$ cat config.mk
export PLATFORM = sky130hd
export DESIGN_NAME = router_top
export DESIGN_NICKNAME = d
export VERILOG_FILES = /design/src/router_types_pkg.sv /design/src/router_regs_pkg.sv /design/src/egress_queue.sv /design/src/ingress_classifier.sv /design/src/output_scheduler.sv /design/src/router_regs.sv /design/src/router_top.sv
export VERILOG_INCLUDE_DIRS = /design/src
export SDC_FILE = /design/constraint.sdc
export NUM_CORES = 2
export LEC_CHECK = 0
export BUFFER_PORTS_ARGS = -buffer_cell sky130_fd_sc_hd__buf_2
export CORE_ASPECT_RATIO = 1.5
export CORE_MARGIN = 2
export CORE_UTILIZATION = 53
export DETAILED_ROUTE_END_ITERATION = 8
export PLACE_DENSITY = 0.75
export SYNTH_ARGS = -nofsm -noshare
export SYNTH_HDL_FRONTEND = slang
export SYNTH_HIERARCHICAL = 1
export SYNTH_SLANG_ARGS = --single-unit
$ cat constraint.sdc
create_clock -name clk -period 5.4 [get_ports clk]
set_clock_uncertainty 0.2 [all_clocks]
set_input_delay 0.81 -clock clk [delete_from_list [all_inputs] [get_ports clk]]
set_output_delay 0.81 -clock clk [all_outputs]
set_load 0.05 [all_outputs]
$ cat src/router_consts.svh
`ifndef ROUTER_CONSTS_SVH
`define ROUTER_CONSTS_SVH

// Egress queues, also the number of tdest values
`define ROUTER_NUM_PORTS    4

// Stream word width in bits
`define ROUTER_WORD_W       32

// Words per egress queue, power of two
`define ROUTER_QUEUE_DEPTH  8

// One route entry per destination address
`define ROUTER_ROUTES       16

// Register byte address width
`define ROUTER_AXIL_ADDR_W  8

`endif

$ cat src/router_types_pkg.sv
`include "router_consts.svh"

package router_types_pkg;

    // Egress port number, doubles as tdest
    typedef logic [$clog2(`ROUTER_NUM_PORTS)-1:0] port_idx_t;

    // First word of every packet
    typedef struct packed {
        logic [$clog2(`ROUTER_ROUTES)-1:0] dest_addr;
        logic [7:0]                        len;      // payload words, zero for header only
        logic [19:0]                       flow_id;
    } router_hdr_t;

    // Same stream word, read as header or as payload
    typedef union packed {
        router_hdr_t               hdr;
        logic [`ROUTER_WORD_W-1:0] raw;
    } router_word_u;

endpackage

$ cat src/router_regs_pkg.sv
`include "router_consts.svh"

package router_regs_pkg;

    // Route table slot, bits 2:0 of its register
    typedef struct packed {
        logic                        valid;
        router_types_pkg::port_idx_t port;
    } route_entry_t;

    // Register map byte offsets
    localparam logic [`ROUTER_AXIL_ADDR_W-1:0] REG_ROUTE_BASE = 'h00;
    localparam logic [`ROUTER_AXIL_ADDR_W-1:0] REG_DLVR_BASE  = 'h40;
    localparam logic [`ROUTER_AXIL_ADDR_W-1:0] REG_DROP       = 'h50;
    localparam logic [`ROUTER_AXIL_ADDR_W-1:0] REG_CTRL       = 'h54;

endpackage

$ cat src/egress_queue.sv
`timescale 1ns/1ps
`include "router_consts.svh"

module egress_queue (
    input  logic                      clk,
    input  logic                      rst_n,
    input  logic                      wr,
    input  logic [`ROUTER_WORD_W-1:0] wdata,
    input  logic                      wlast,
    output logic                      full,
    output logic                      q_valid,
    output logic [`ROUTER_WORD_W-1:0] q_data,
    output logic                      q_last,
    input  logic                      q_ready
);
    localparam int DEPTH = `ROUTER_QUEUE_DEPTH;
    localparam int PTR_W = $clog2(DEPTH);

    logic [`ROUTER_WORD_W-1:0] data_mem [DEPTH];
    logic                      last_mem [DEPTH];
    logic [PTR_W-1:0]          wr_ptr;
    logic [PTR_W-1:0]          rd_ptr;
    logic [PTR_W:0]            count;
    logic                      rd;

    assign q_valid = (count != '0);
    assign q_data  = data_mem[rd_ptr];
    assign q_last  = last_mem[rd_ptr];
    assign rd      = q_valid && q_ready;

    // Word in flight from the classifier counts as stored
    assign full = (count == (PTR_W+1)'(DEPTH)) ||
                  (wr && count == (PTR_W+1)'(DEPTH - 1));

    always_ff @(posedge clk) begin
        if (wr) begin
            data_mem[wr_ptr] <= wdata;
            last_mem[wr_ptr] <= wlast;
        end
    end

    // Pointers wrap on their own since depth is a power of two
    always_ff @(posedge clk or negedge rst_n) begin
        if (!rst_n) begin
            wr_ptr <= '0;
            rd_ptr <= '0;
            count  <= '0;
        end else begin
            if (wr) begin
                wr_ptr <= wr_ptr + 1'b1;
            end
            if (rd) begin
                rd_ptr <= rd_ptr + 1'b1;
            end
            case ({wr, rd})
                2'b10:   count <= count + 1'b1;
                2'b01:   count <= count - 1'b1;
                default: count <= count;
            endcase
        end
    end

    a_no_overflow: assert property (@(posedge clk) disable iff (!rst_n)
        !(wr && count == (PTR_W+1)'(DEPTH)));

endmodule

$ cat src/ingress_classifier.sv
`timescale 1ns/1ps
`include "router_consts.svh"

module ingress_classifier (
    input  logic                                               clk,
    input  logic                                               rst_n,
    input  logic                                               in_tvalid,
    input  logic [`ROUTER_WORD_W-1:0]                          in_tdata,
    input  logic                                               in_tlast,
    output logic                                               in_tready,
    input  router_regs_pkg::route_entry_t [`ROUTER_ROUTES-1:0] route_table,
    input  logic                                               fwd_en,
    input  logic [`ROUTER_NUM_PORTS-1:0]                       q_full,
    output logic [`ROUTER_NUM_PORTS-1:0]                       q_wr,
    output logic [`ROUTER_WORD_W-1:0]                          q_wdata,
    output logic                                               q_wlast,
    output logic                                               drop_pulse
);
    import router_types_pkg::*;
    import router_regs_pkg::*;

    router_word_u in_word;
    route_entry_t hdr_route;
    logic         in_pkt;
    logic         drop_q;
    port_idx_t    port_q;
    logic         cur_drop;
    port_idx_t    cur_port;
    logic         in_hs;

    assign in_word   = router_word_u'(in_tdata);
    assign hdr_route = route_table[in_word.hdr.dest_addr];

    // Header picks the route, the rest of the packet follows it
    assign cur_drop = in_pkt ? drop_q : !hdr_route.valid;
    assign cur_port = in_pkt ? port_q : hdr_route.port;

    // Dropped words never wait on a queue
    assign in_tready = fwd_en && (cur_drop || !q_full[cur_port]);
    assign in_hs     = in_tvalid && in_tready;

    ////////////////////////////////////////
    // Packet state and queue writes

    always_ff @(posedge clk or negedge rst_n) begin
        if (!rst_n) begin
            in_pkt     <= 1'b0;
            drop_q     <= 1'b0;
            port_q     <= '0;
            q_wr       <= '0;
            drop_pulse <= 1'b0;
        end else begin
            q_wr       <= '0;
            drop_pulse <= 1'b0;
            if (in_hs) begin
                in_pkt <= !in_tlast;
                drop_q <= cur_drop;
                port_q <= cur_port;
                if (cur_drop) begin
                    drop_pulse <= in_tlast;
                end else begin
                    q_wr[cur_port] <= 1'b1;
                end
            end
        end
    end

    always_ff @(posedge clk) begin
        if (in_hs) begin
            q_wdata <= in_word.raw;
            q_wlast <= in_tlast;
        end
    end

    a_one_queue_write: assert property (@(posedge clk) disable iff (!rst_n)
        $onehot0(q_wr));

endmodule

$ cat src/output_scheduler.sv
`timescale 1ns/1ps
`include "router_consts.svh"

module output_scheduler (
    input  logic                                             clk,
    input  logic                                             rst_n,
    input  logic [`ROUTER_NUM_PORTS-1:0]                     q_valid,
    input  logic [`ROUTER_NUM_PORTS-1:0][`ROUTER_WORD_W-1:0] q_data,
    input  logic [`ROUTER_NUM_PORTS-1:0]                     q_last,
    output logic [`ROUTER_NUM_PORTS-1:0]                     q_ready,
    output logic                                             out_tvalid,
    output logic [`ROUTER_WORD_W-1:0]                        out_tdata,
    output logic                                             out_tlast,
    output router_types_pkg::port_idx_t                      out_tdest,
    input  logic                                             out_tready
);
    import router_types_pkg::*;

    localparam int N = `ROUTER_NUM_PORTS;

    logic      busy;
    port_idx_t grant_q;
    port_idx_t rr_ptr;
    port_idx_t pick;
    logic      pick_ok;
    port_idx_t sel;
    logic      out_hs;

    // First non-empty queue at or after the pointer
    always_comb begin
        port_idx_t idx;
        pick    = rr_ptr;
        pick_ok = 1'b0;
        for (int i = N - 1; i >= 0; i--) begin
            idx = port_idx_t'((int'(rr_ptr) + i) % N);
            if (q_valid[idx]) begin
                pick    = idx;
                pick_ok = 1'b1;
            end
        end
    end

    assign sel        = busy ? grant_q : pick;
    assign out_tvalid = busy ? q_valid[grant_q] : pick_ok;
    assign out_tdata  = q_data[sel];
    assign out_tlast  = q_last[sel];
    assign out_tdest  = sel;
    assign out_hs     = out_tvalid && out_tready;

    always_comb begin
        q_ready      = '0;
        q_ready[sel] = out_hs;
    end

    ////////////////////////////////////////
    // Grant held from first shown word to tlast

    always_ff @(posedge clk or negedge rst_n) begin
        if (!rst_n) begin
            busy    <= 1'b0;
            grant_q <= '0;
            rr_ptr  <= '0;
        end else if (out_hs && out_tlast) begin
            busy   <= 1'b0;
            rr_ptr <= port_idx_t'((int'(sel) + 1) % N);
        end else if (!busy && pick_ok) begin
            busy    <= 1'b1;
            grant_q <= pick;
        end
    end

    a_hold_on_stall: assert property (@(posedge clk) disable iff (!rst_n)
        out_tvalid && !out_tready |=> out_tvalid && $stable(out_tdata)
            && $stable(out_tlast) && $stable(out_tdest));

endmodule

$ cat src/router_regs.sv
`timescale 1ns/1ps
`include "router_consts.svh"

module router_regs (
    input  logic                                               clk,
    input  logic                                               rst_n,
    input  logic [`ROUTER_AXIL_ADDR_W-1:0]                     awaddr,
    input  logic                                               awvalid,
    output logic                                               awready,
    input  logic [31:0]                                        wdata,
    input  logic [3:0]                                         wstrb,
    input  logic                                               wvalid,
    output logic                                               wready,
    output logic [1:0]                                         bresp,
    output logic                                               bvalid,
    input  logic                                               bready,
    input  logic [`ROUTER_AXIL_ADDR_W-1:0]                     araddr,
    input  logic                                               arvalid,
    output logic                                               arready,
    output logic [31:0]                                        rdata,
    output logic [1:0]                                         rresp,
    output logic                                               rvalid,
    input  logic                                               rready,
    input  logic                                               out_tvalid,
    input  logic                                               out_tready,
    input  logic                                               out_tlast,
    input  router_types_pkg::port_idx_t                        out_tdest,
    input  logic                                               drop_pulse,
    output router_regs_pkg::route_entry_t [`ROUTER_ROUTES-1:0] route_table,
    output logic                                               fwd_en
);
    import router_regs_pkg::*;

    logic                                 aw_got;
    logic                                 w_got;
    logic [`ROUTER_AXIL_ADDR_W-1:0]       aw_addr_q;
    logic [31:0]                          w_data_q;
    logic                                 w_lane0_q;
    logic                                 aw_hs;
    logic                                 w_hs;
    logic                                 wr_commit;
    logic [`ROUTER_AXIL_ADDR_W-1:0]       wr_addr;
    logic [31:0]                          wr_data;
    logic                                 wr_lane0;
    logic [`ROUTER_NUM_PORTS-1:0][31:0]   dlvr_cnt;
    logic [31:0]                          drop_cnt;
    logic [31:0]                          rd_word;

    function automatic logic [$clog2(`ROUTER_ROUTES)-1:0] route_slot(
        input logic [`ROUTER_AXIL_ADDR_W-1:0] addr);
        logic [`ROUTER_AXIL_ADDR_W-1:0] off;
        off = addr - REG_ROUTE_BASE;
        return off[2 +: $clog2(`ROUTER_ROUTES)];
    endfunction

    function automatic logic [$clog2(`ROUTER_NUM_PORTS)-1:0] dlvr_slot(
        input logic [`ROUTER_AXIL_ADDR_W-1:0] addr);
        logic [`ROUTER_AXIL_ADDR_W-1:0] off;
        off = addr - REG_DLVR_BASE;
        return off[2 +: $clog2(`ROUTER_NUM_PORTS)];
    endfunction

    ////////////////////////////////////////
    // Write channel

    assign awready = !bvalid && !aw_got;
    assign wready  = !bvalid && !w_got;
    assign bresp   = 2'b00;
    assign aw_hs   = awvalid && awready;
    assign w_hs    = wvalid && wready;

    // Address and data may come in either order
    assign wr_commit = (aw_hs || aw_got) && (w_hs || w_got);
    assign wr_addr   = aw_got ? aw_addr_q : awaddr;
    assign wr_data   = w_got ? w_data_q : wdata;
    assign wr_lane0  = w_got ? w_lane0_q : wstrb[0];

    always_ff @(posedge clk) begin
        if (aw_hs) begin
            aw_addr_q <= awaddr;
        end
        if (w_hs) begin
            w_data_q  <= wdata;
            w_lane0_q <= wstrb[0];
        end
    end

    always_ff @(posedge clk or negedge rst_n) begin
        if (!rst_n) begin
            aw_got <= 1'b0;
            w_got  <= 1'b0;
            bvalid <= 1'b0;
        end else if (wr_commit) begin
            aw_got <= 1'b0;
            w_got  <= 1'b0;
            bvalid <= 1'b1;
        end else begin
            if (aw_hs) begin
                aw_got <= 1'b1;
            end
            if (w_hs) begin
                w_got <= 1'b1;
            end
            if (bready) begin
                bvalid <= 1'b0;
            end
        end
    end

    // Only byte lane 0 holds writable bits
    always_ff @(posedge clk or negedge rst_n) begin
        if (!rst_n) begin
            route_table <= '0;
            fwd_en      <= 1'b0;
        end else if (wr_commit && wr_lane0) begin
            if (wr_addr < REG_DLVR_BASE) begin
                route_table[route_slot(wr_addr)] <=
                    route_entry_t'(wr_data[$bits(route_entry_t)-1:0]);
            end else if (wr_addr == REG_CTRL) begin
                fwd_en <= wr_data[0];
            end
        end
    end

    ////////////////////////////////////////
    // Event counters

    always_ff @(posedge clk or negedge rst_n) begin
        if (!rst_n) begin
            dlvr_cnt <= '0;
            drop_cnt <= '0;
        end else begin
            if (out_tvalid && out_tready && out_tlast) begin
                dlvr_cnt[out_tdest] <= dlvr_cnt[out_tdest] + 1'b1;
            end
            if (drop_pulse) begin
                drop_cnt <= drop_cnt + 1'b1;
            end
        end
    end

    ////////////////////////////////////////
    // Read channel

    assign arready = !rvalid;
    assign rresp   = 2'b00;

    always_comb begin
        rd_word = '0;
        if (araddr < REG_DLVR_BASE) begin
            rd_word = 32'(route_table[route_slot(araddr)]);
        end else if (araddr < REG_DROP) begin
            rd_word = dlvr_cnt[dlvr_slot(araddr)];
        end else if (araddr == REG_DROP) begin
            rd_word = drop_cnt;
        end else if (araddr == REG_CTRL) begin
            rd_word = {31'd0, fwd_en};
        end
    end

    always_ff @(posedge clk or negedge rst_n) begin
        if (!rst_n) begin
            rvalid <= 1'b0;
        end else if (arvalid && arready) begin
            rvalid <= 1'b1;
        end else if (rready) begin
            rvalid <= 1'b0;
        end
    end

    always_ff @(posedge clk) begin
        if (arvalid && arready) begin
            rdata <= rd_word;
        end
    end

    // A response only after both halves of a write were taken
    a_bvalid_after_write: assert property (@(posedge clk) disable iff (!rst_n)
        $rose(bvalid) |-> $past(aw_hs || aw_got) && $past(w_hs || w_got));

endmodule

$ cat src/router_top.sv
`timescale 1ns/1ps
`include "router_consts.svh"

module router_top (
    input  logic                              clk,
    input  logic                              rst_n,
    input  logic [`ROUTER_AXIL_ADDR_W-1:0]    awaddr,
    input  logic                              awvalid,
    output logic                              awready,
    input  logic [31:0]                       wdata,
    input  logic [3:0]                        wstrb,
    input  logic                              wvalid,
    output logic                              wready,
    output logic [1:0]                        bresp,
    output logic                              bvalid,
    input  logic                              bready,
    input  logic [`ROUTER_AXIL_ADDR_W-1:0]    araddr,
    input  logic                              arvalid,
    output logic                              arready,
    output logic [31:0]                       rdata,
    output logic [1:0]                        rresp,
    output logic                              rvalid,
    input  logic                              rready,
    input  logic                              in_tvalid,
    output logic                              in_tready,
    input  logic [`ROUTER_WORD_W-1:0]         in_tdata,
    input  logic                              in_tlast,
    output logic                              out_tvalid,
    input  logic                              out_tready,
    output logic [`ROUTER_WORD_W-1:0]         out_tdata,
    output logic                              out_tlast,
    output router_types_pkg::port_idx_t       out_tdest
);
    import router_regs_pkg::*;

    localparam int N = `ROUTER_NUM_PORTS;

    route_entry_t [`ROUTER_ROUTES-1:0] route_table;
    logic                              fwd_en;
    logic                              drop_pulse;
    logic [N-1:0]                      q_full;
    logic [N-1:0]                      q_wr;
    logic [`ROUTER_WORD_W-1:0]         q_wdata;
    logic                              q_wlast;
    logic [N-1:0]                      q_valid;
    logic [N-1:0][`ROUTER_WORD_W-1:0]  q_data;
    logic [N-1:0]                      q_last;
    logic [N-1:0]                      q_ready;

    router_regs router_regs_inst (.*);

    ingress_classifier ingress_classifier_inst (.*);

    // One queue per egress port, all fed from the shared write bus
    for (genvar p = 0; p < N; p++) begin : g_queue
        egress_queue egress_queue_inst (
            .clk     ( clk        ),
            .rst_n   ( rst_n      ),
            .wr      ( q_wr[p]    ),
            .wdata   ( q_wdata    ),
            .wlast   ( q_wlast    ),
            .full    ( q_full[p]  ),
            .q_valid ( q_valid[p] ),
            .q_data  ( q_data[p]  ),
            .q_last  ( q_last[p]  ),
            .q_ready ( q_ready[p] )
        );
    end

    output_scheduler output_scheduler_inst (.*);

endmodule

=== Word level (Yosys, flattened, before mapping) ===
Memories as Yosys holds them, arrays and structs flattened.
Index checks and enable logic that the tools add are counted.

* Register bits: 344
* Memory bits (writable): 1,056
* Input port bits: 94
* Output and inout port bits: 78
* Logic and storage cells: 272
* Memories kept: 8

* $add $sub $neg: 23
* Order comparisons: 17
* Eq/ne operators: 19
* Mux-type cells: 79
* Bitwise logic cells: 3
* Reductions and logical operators: 54

{| class="wikitable"
|+ Memory list
! name !! words !! bits a word !! read ports !! clocked after Yosys merged registers in !! wr ports !! RTL line !! text
|-
| g_queue[0].egress_queue_inst.data_mem || 8 || 32 || 1 || 0 || 1 || egress_queue.sv:19 || <nowiki>logic [`ROUTER_WORD_W-1:0] data_mem [DEPTH];</nowiki>
|-
| g_queue[1].egress_queue_inst.data_mem || 8 || 32 || 1 || 0 || 1 || egress_queue.sv:19 ||
|-
| g_queue[2].egress_queue_inst.data_mem || 8 || 32 || 1 || 0 || 1 || egress_queue.sv:19 ||
|-
| g_queue[3].egress_queue_inst.data_mem || 8 || 32 || 1 || 0 || 1 || egress_queue.sv:19 ||
|-
| g_queue[0].egress_queue_inst.last_mem || 8 || 1 || 1 || 0 || 1 || egress_queue.sv:20 || <nowiki>logic last_mem [DEPTH];</nowiki>
|-
| g_queue[1].egress_queue_inst.last_mem || 8 || 1 || 1 || 0 || 1 || egress_queue.sv:20 ||
|-
| 2 more memories || -- || -- || -- || -- || -- || -- ||
|}

{| class="wikitable"
|+ Operators with widths
! cell !! count
|-
| $bmux W32 S2 || 3
|-
| $mux W32 || 6
|-
| $bwmux W128 || 1
|-
| $add A32 B1 Y32 const B || 2
|-
| $demux W32 S2 || 1
|-
| $bwmux W48 || 1
|-
| $mux W1 || 37
|-
| $pmux W4 S2 || 4
|-
| $add A3 B1 Y3 const B || 8
|-
| $bmux W3 S4 || 2
|-
| $eq A8 B7 Y1 const B || 3
|-
| $lt A2 B3 Y1 const B || 8
|-
| $lt A8 B7 Y1 const B || 3
|-
| $logic_and A1 B1 Y1 || 23
|-
| $sub A4 B1 Y4 const B || 5
|-
| $reduce_bool A2 Y1 || 9
|-
| $add A4 B1 Y4 const B || 4
|-
| $eq A4 B3 Y1 const B || 4
|-
| $eq A4 B4 Y1 const B || 4
|-
| $reduce_bool A4 Y1 || 4
|-
| $lt A4 B5 Y1 const B || 3
|-
| $mux W3 || 5
|-
| $bmux W1 S2 || 7
|-
| $demux W3 S4 || 1
|-
| other kinds (16) || 47
|}

=== Logic depth before layout (Yosys ltp) ===
* Word-level depth: 16
* Mapped depth: 18
* Depth with buffers taken out: 17

=== By module ===
The synthesis kept the hierarchy.

{| class="wikitable"
|+ By module, submodules not included
! module !! instances !! cells each !! area an instance (µm²) !! sequential area each (µm²)
|-
| egress_queue at g_queue[2].egress_queue_inst ... || 2 || 449 || 10,661.5 || 8,177.8
|-
| egress_queue at g_queue[0].egress_queue_inst ... || 2 || 443 || 10,615.2 || 8,177.8
|-
| router_regs || 1 || 1,030 || 12,540.8 || 6,651.4
|-
| ingress_classifier || 1 || 107 || 1,846.8 || 1,216.2
|-
| output_scheduler || 1 || 105 || 1,386.3 || 125.1
|}

=== Worst setup path after synthesis ===
OpenSTA, ideal clock, no wires.

* Path kind: register to register
* Start: register g_queue[2].egress_queue_inst.count[1]
* End: register router_regs_inst/dlvr_cnt[116] in the netlist's numbering
* Library setup time: 0.131 ns
* Data arrival time: 4.413 ns
* Data required time: 5.069 ns
* Slack: 0.656 ns
* Stages on the path, launching flop included: 16
* Path buffers: 3
* Period minus slack after synthesis: 4.744 ns
* Cells stage by stage: dfrtp_1 -> buf_2 -> or4_1 -> nor2b_1 -> o21a_1 -> o41ai_4 -> buf_2 -> buf_6 -> mux4_2 -> ha_1 -> nand2_1 -> o22ai_2 -> or4b_4 -> nor4_4 -> xnor2_1 -> o21ai_1

* Longest elaborated chain between the ends: 13
* Elaborated cells between the ends (all ways): 34
* Classes of those cells: add/sub (1); order compare (2); mux (27); reduce/logical (4)

{| class="wikitable"
|+ RTL lines
! what !! RTL line !! text
|-
| from (decl) || egress_queue.sv:23 || <nowiki>logic [PTR_W:0] count;</nowiki>
|-
| from (signal assigned) || egress_queue.sv:56 || <nowiki>2'b10: count <= count + 1'b1;</nowiki>
|-
| from (signal assigned) || egress_queue.sv:57 || <nowiki>2'b01: count <= count - 1'b1;</nowiki>
|-
| from (signal assigned) || egress_queue.sv:58 || <nowiki>default: count <= count;</nowiki>
|-
| $reduce_bool A4 Y1 * || egress_queue.sv:26 || <nowiki>assign q_valid = (count != '0);</nowiki>
|-
| named net q_valid[2] || router_top.sv:45 || <nowiki>logic [N-1:0] q_valid;</nowiki>
|-
| $bmux W1 S2 || output_scheduler.sv:36 || <nowiki>if (q_valid[idx]) begin</nowiki>
|-
| $mux W1 (not written as such) || output_scheduler.sv:36 ||
|-
| $mux W2 (3 in a row) || output_scheduler.sv:36 ||
|-
| $mux W2 * || output_scheduler.sv:36 ||
|-
| $mux W2 * || output_scheduler.sv:43 || <nowiki>assign sel = busy ? grant_q : pick;</nowiki>
|-
| named net out_tdest[0] || router_top.sv:32 || <nowiki>output router_types_pkg::port_idx_t out_tdest</nowiki>
|-
| branches (longest 5 deep; another with $add A32 B1 Y32) || -- ||
|-
| to (signal, indexed assignment) || router_regs.sv:134 || <nowiki>dlvr_cnt[out_tdest] <= dlvr_cnt[out_tdest] + 1'b1;</nowiki>
|-
| to (decl) || router_regs.sv:45 || <nowiki>logic [`ROUTER_NUM_PORTS-1:0][31:0] dlvr_cnt;</nowiki>
|}

Mark *: on every way through the listed nets, which the timed path passes. The select of a mux whose other input is x is not followed.
A chain may end at the register's enable or synchronous reset.

=== Worst setup path in the final report ===
* Start: register g_queue[2].egress_queue_inst.count[0]
* End: output port out_tdata[23]

* Longest elaborated chain between the ends: 10
* Elaborated cells between the ends (all ways): 16
* Classes of those cells: mux (15); reduce/logical (1)

{| class="wikitable"
|+ RTL lines
! what !! RTL line !! text
|-
| $reduce_bool A4 Y1 * || egress_queue.sv:26 ||
|-
| named net q_valid[2] || router_top.sv:45 ||
|-
| $bmux W1 S2 || output_scheduler.sv:36 ||
|-
| $mux W1 (not written as such) || output_scheduler.sv:36 ||
|-
| $mux W2 (3 in a row) || output_scheduler.sv:36 ||
|-
| $mux W2 * || output_scheduler.sv:36 ||
|-
| $mux W2 * || output_scheduler.sv:43 ||
|-
| $bmux W32 S2 * || output_scheduler.sv:45 || <nowiki>assign out_tdata = q_data[sel];</nowiki>
|-
| $mux W32 (not written as such) * || output_scheduler.sv:45 ||
|-
| to (decl) || router_top.sv:30 || <nowiki>output logic [`ROUTER_WORD_W-1:0] out_tdata,</nowiki>
|}

The timed path passes the listed nets; every way through them passes the cells marked *. The select of a mux whose other input is x is not followed.

==> metrics <==
first-pass GRT wire length 201 mm; worst slew pin tran 1130 ps; grt total ovfl 0; routed length per instance 28.7 um; Post-synth top flop edfxtp_1; Antenna Nets Post-Route 0; WP data required 4390 ps; number of synthesized flops with an enable pin 1133; Tcrit/Tclk final 0.958; Seq/Total Area, Yosys 0.698; drt pass-1 iters 5; core area 0.110 sq mm; initial antenna violation count 4; worst r2r dst router_regs_inst/dlvr_cnt[31]; clock tree buffer depth 3; number of CTS-inserted buffers 120; share of layout cells above drive strength 1 0.320; Slew Limit Fails 0; sequential power share 0.408; via count 29800; status finished clean; CTS clock-pin slew for the worst setup and hold paths 70 ps; hold path depth 1; root buffer cell clkbuf_16; overall routed net length 136 mm; critical path launch point type flip-flop; largest net degree at the start of global routing 129; Post-route DRC 0; Rows 149; initial drt markers 3184; distinct cell type count after synthesis 75; Final Hold Viols 0; Placer Congestion 0.799; CTS tree yes; Slew headroom 0.247; number of fill cells 7794; Pleak 0.0222 uW; critical path class flip-flop to output pin; Pint 22500 uW; CP Capture Type output pin; ys async rst share 0.191; H-tree levels 3; chip height 410 um; final instance area 0.0647 sq mm; HPWL after DPL 77.1 mm; Max FO, Critical Path 23; P_sw 11500 uW; Placed Area 0.0607 sq mm; Post-Synthesis Cells 3026; Chip Width 275 um; # IOs 172; Hold WC Path Type primary input to flip-flop; worst skew pair latency 740 ps; Yosys Warn Count 6; GRT Resource Usage Total 0.245; launch point of the worst reg-to-reg path g_queue[0].egress_queue_inst/count[0]; WP data arrival 4160 ps; Net Sw Frac 0.338; Multi-input gate area 0.0168 sq mm; WHS Endpoint ingress_classifier_inst/q_wdata[6]; unrepaired setup endpoints after global routing false; Fmax achieved 193 MHz; syn_area_per_cell 19.3 sq um; Final min period 5170 ps; hold_sp in_tdata[6]; PwrDens 525 mW/mm^2; Syn Std Cell Area 0.0583 sq mm; area grow syn2layout 11.0%; Seq. cell area 0.0407 sq mm; Power Total 34000 uW; #FFs+latches synth 1400; total negative slack 0 ps; area of the die 0.113 sq mm; Worst IR Drop VDD 0.000736 V; vias in the first global route 31700; Initial Utilization 0.532; combinational power share 0.337; Resized cells post-CTS 0; max_cap viols 0; Final #Nets 3316; DR vias/cell 6.30; IO Port Bufs 135; worst reg2reg setup slack 570 ps; clock network fraction of total power 0.255; reg2reg path depth 11; CTS sink cnt 1400; Final Setup Violations 0
==> synthesized netlist by cell type, types with 30 or more instances <==
master,number,area share
a21oi_1,67,0.0057
a22oi_1,31,0.0040
buf_2,37,0.0032
clkbuf_1,71,0.0046
dfrtp_1,267,0.11
edfxtp_1,1133,0.58
inv_1,30,0.0019
mux2_2,119,0.023
mux2_4,99,0.025
mux4_2,384,0.15
nand2_1,132,0.0085
nor2_1,169,0.011
o21ai_0,54,0.0046
xnor2_1,51,0.0077
xor2_1,40,0.0060
==> power by group through the flow <==
stage	clock, uW	combinational [uW]	sequential [uW]
finish	8660	11400	13900
global route	9180	12100	14000
CTS	8790	11500	13900
detailed placement	0	11400	14100
global placement	0	11100	13900
floorplan	0	9760	13000
==> cells by family after synthesis <==
group                      after synthesis  synth area share
DFF                                   1400             0.698
muxes                                  619             0.200
and+or+nand+nor                        479            0.0398
AOI/OAI and AO/OA                      214            0.0228
buffers and inverters                  194            0.0197
xor gates and xnor gates                93            0.0142
adders and majority gates               26           0.00558
other                                    1         0.0000643
==> through the flow <==
step | worst slack [ps] | utilization | hold slack, ps | std cells
2_1_floorplan | 656 | - | 246 | 3029
3_3_place_gp | 651 | 0.554 | 268 | 4500
3_5_place_dp | 570 | 0.554 | 281 | 4500
4_1_cts | 176 | 0.591 | 1.73 | 4734
5_1_grt | 33.5 | 0.591 | 15.8 | 4734
6_report | 227 | 0.591 | 44.4 | 4735
==> placed cells by master (no fill, tap or decap), drive strengths merged, types with 10 or more instances in the layout <==
cell / instances
a21oi: 67
a22oi: 31
and3: 14
buf: 202
bufinv: 12
clkbuf: 139
clkinv: 63
dfrtp: 267
edfxtp: 1133
ha: 26
inv: 34
mux2: 218
mux2i: 16
mux4: 385
nand2: 133
nand2b: 21
nand3: 30
nand4: 22
nor2: 169
nor2b: 12
nor3: 31
nor4: 10
o21ai: 77
xnor2: 53
xor2: 40
==> routing by layer <==
| layer | GRT usage | part of all wire | routed length (um) | vias to the layer above |
|---|---|---|---|---|
| met4 | 0.0922 | 0.035 | 4740 | 6 |
| met1 | 0.301 | 0.36 | 48500 | 15800 |
| met2 | 0.432 | 0.53 | 72700 | 1286 |
| met3 | 0.0418 | 0.073 | 9870 | 274 |
| li1 | - | - | - | 12500 |
| met5 | 0 | 0.00030 | 41 | - |
==> how the worst max path moves through the flow <==
stage                                                from                             end  slack (ps)  cells past startpoint
floorplan           g_queue[2].egress_queue_inst/count[1]  router_regs_inst/dlvr_cnt[116]         660                     15
global placement    g_queue[2].egress_queue_inst/count[0]   router_regs_inst/dlvr_cnt[92]         650                     12
finish              g_queue[2].egress_queue_inst/count[0]                   out_tdata[23]         230                      8
CTS                 g_queue[2].egress_queue_inst/count[0]                   out_tdata[22]         180                      8
global route        g_queue[1].egress_queue_inst/count[0]                   out_tdata[30]          30                      7
detailed placement  g_queue[2].egress_queue_inst/count[0]   router_regs_inst/dlvr_cnt[92]         570                     12
==> worst max-delay path, stage by stage, from the launching register on <==
cell and delay [ps]:
dfrtp_1 470, or4_1 730, nor2b_1 210, o21a_1 230, o41ai_4 380, buf_4 220
buf_4 460, mux4_2 460, buf_2 250
==> flip-flops by register name, summed over array words and instances, names as in the netlist, 2 cells and up <==
signal / cells
g_queue.egress_queue_inst/count: 16
g_queue.egress_queue_inst/data_mem: 1024
g_queue.egress_queue_inst/last_mem: 32
g_queue.egress_queue_inst/rd_ptr: 12
g_queue.egress_queue_inst/wr_ptr: 12
ingress_classifier_inst/port_q: 2
ingress_classifier_inst/q_wdata: 32
ingress_classifier_inst/q_wr: 4
output_scheduler_inst/grant_q: 2
output_scheduler_inst/rr_ptr: 2
router_regs_inst/aw_addr_q: 8
router_regs_inst/dlvr_cnt: 128
router_regs_inst/drop_cnt: 32
router_regs_inst/rdata: 32
router_regs_inst/route_table: 48
router_regs_inst/w_data_q: 3
==> cell type report <==
cell class	instances	share of cell area
sequential	1400	0.629
tap	1434	0.0277
clock inverter	87	0.0128
multi-input combinational	1435	0.259
timing repair buffer	209	0.0212
inverter	30	0.00174
antenna	1	0.0000386
clock buffer	139	0.0485
==> timing repair <==
item	CTS	global route
endpoints found under the setup margin	22	0
setup buffers	1	0
hold buffers	7	0
hold endpoints to repair	19	0
(Power assumes the default switching activity.)
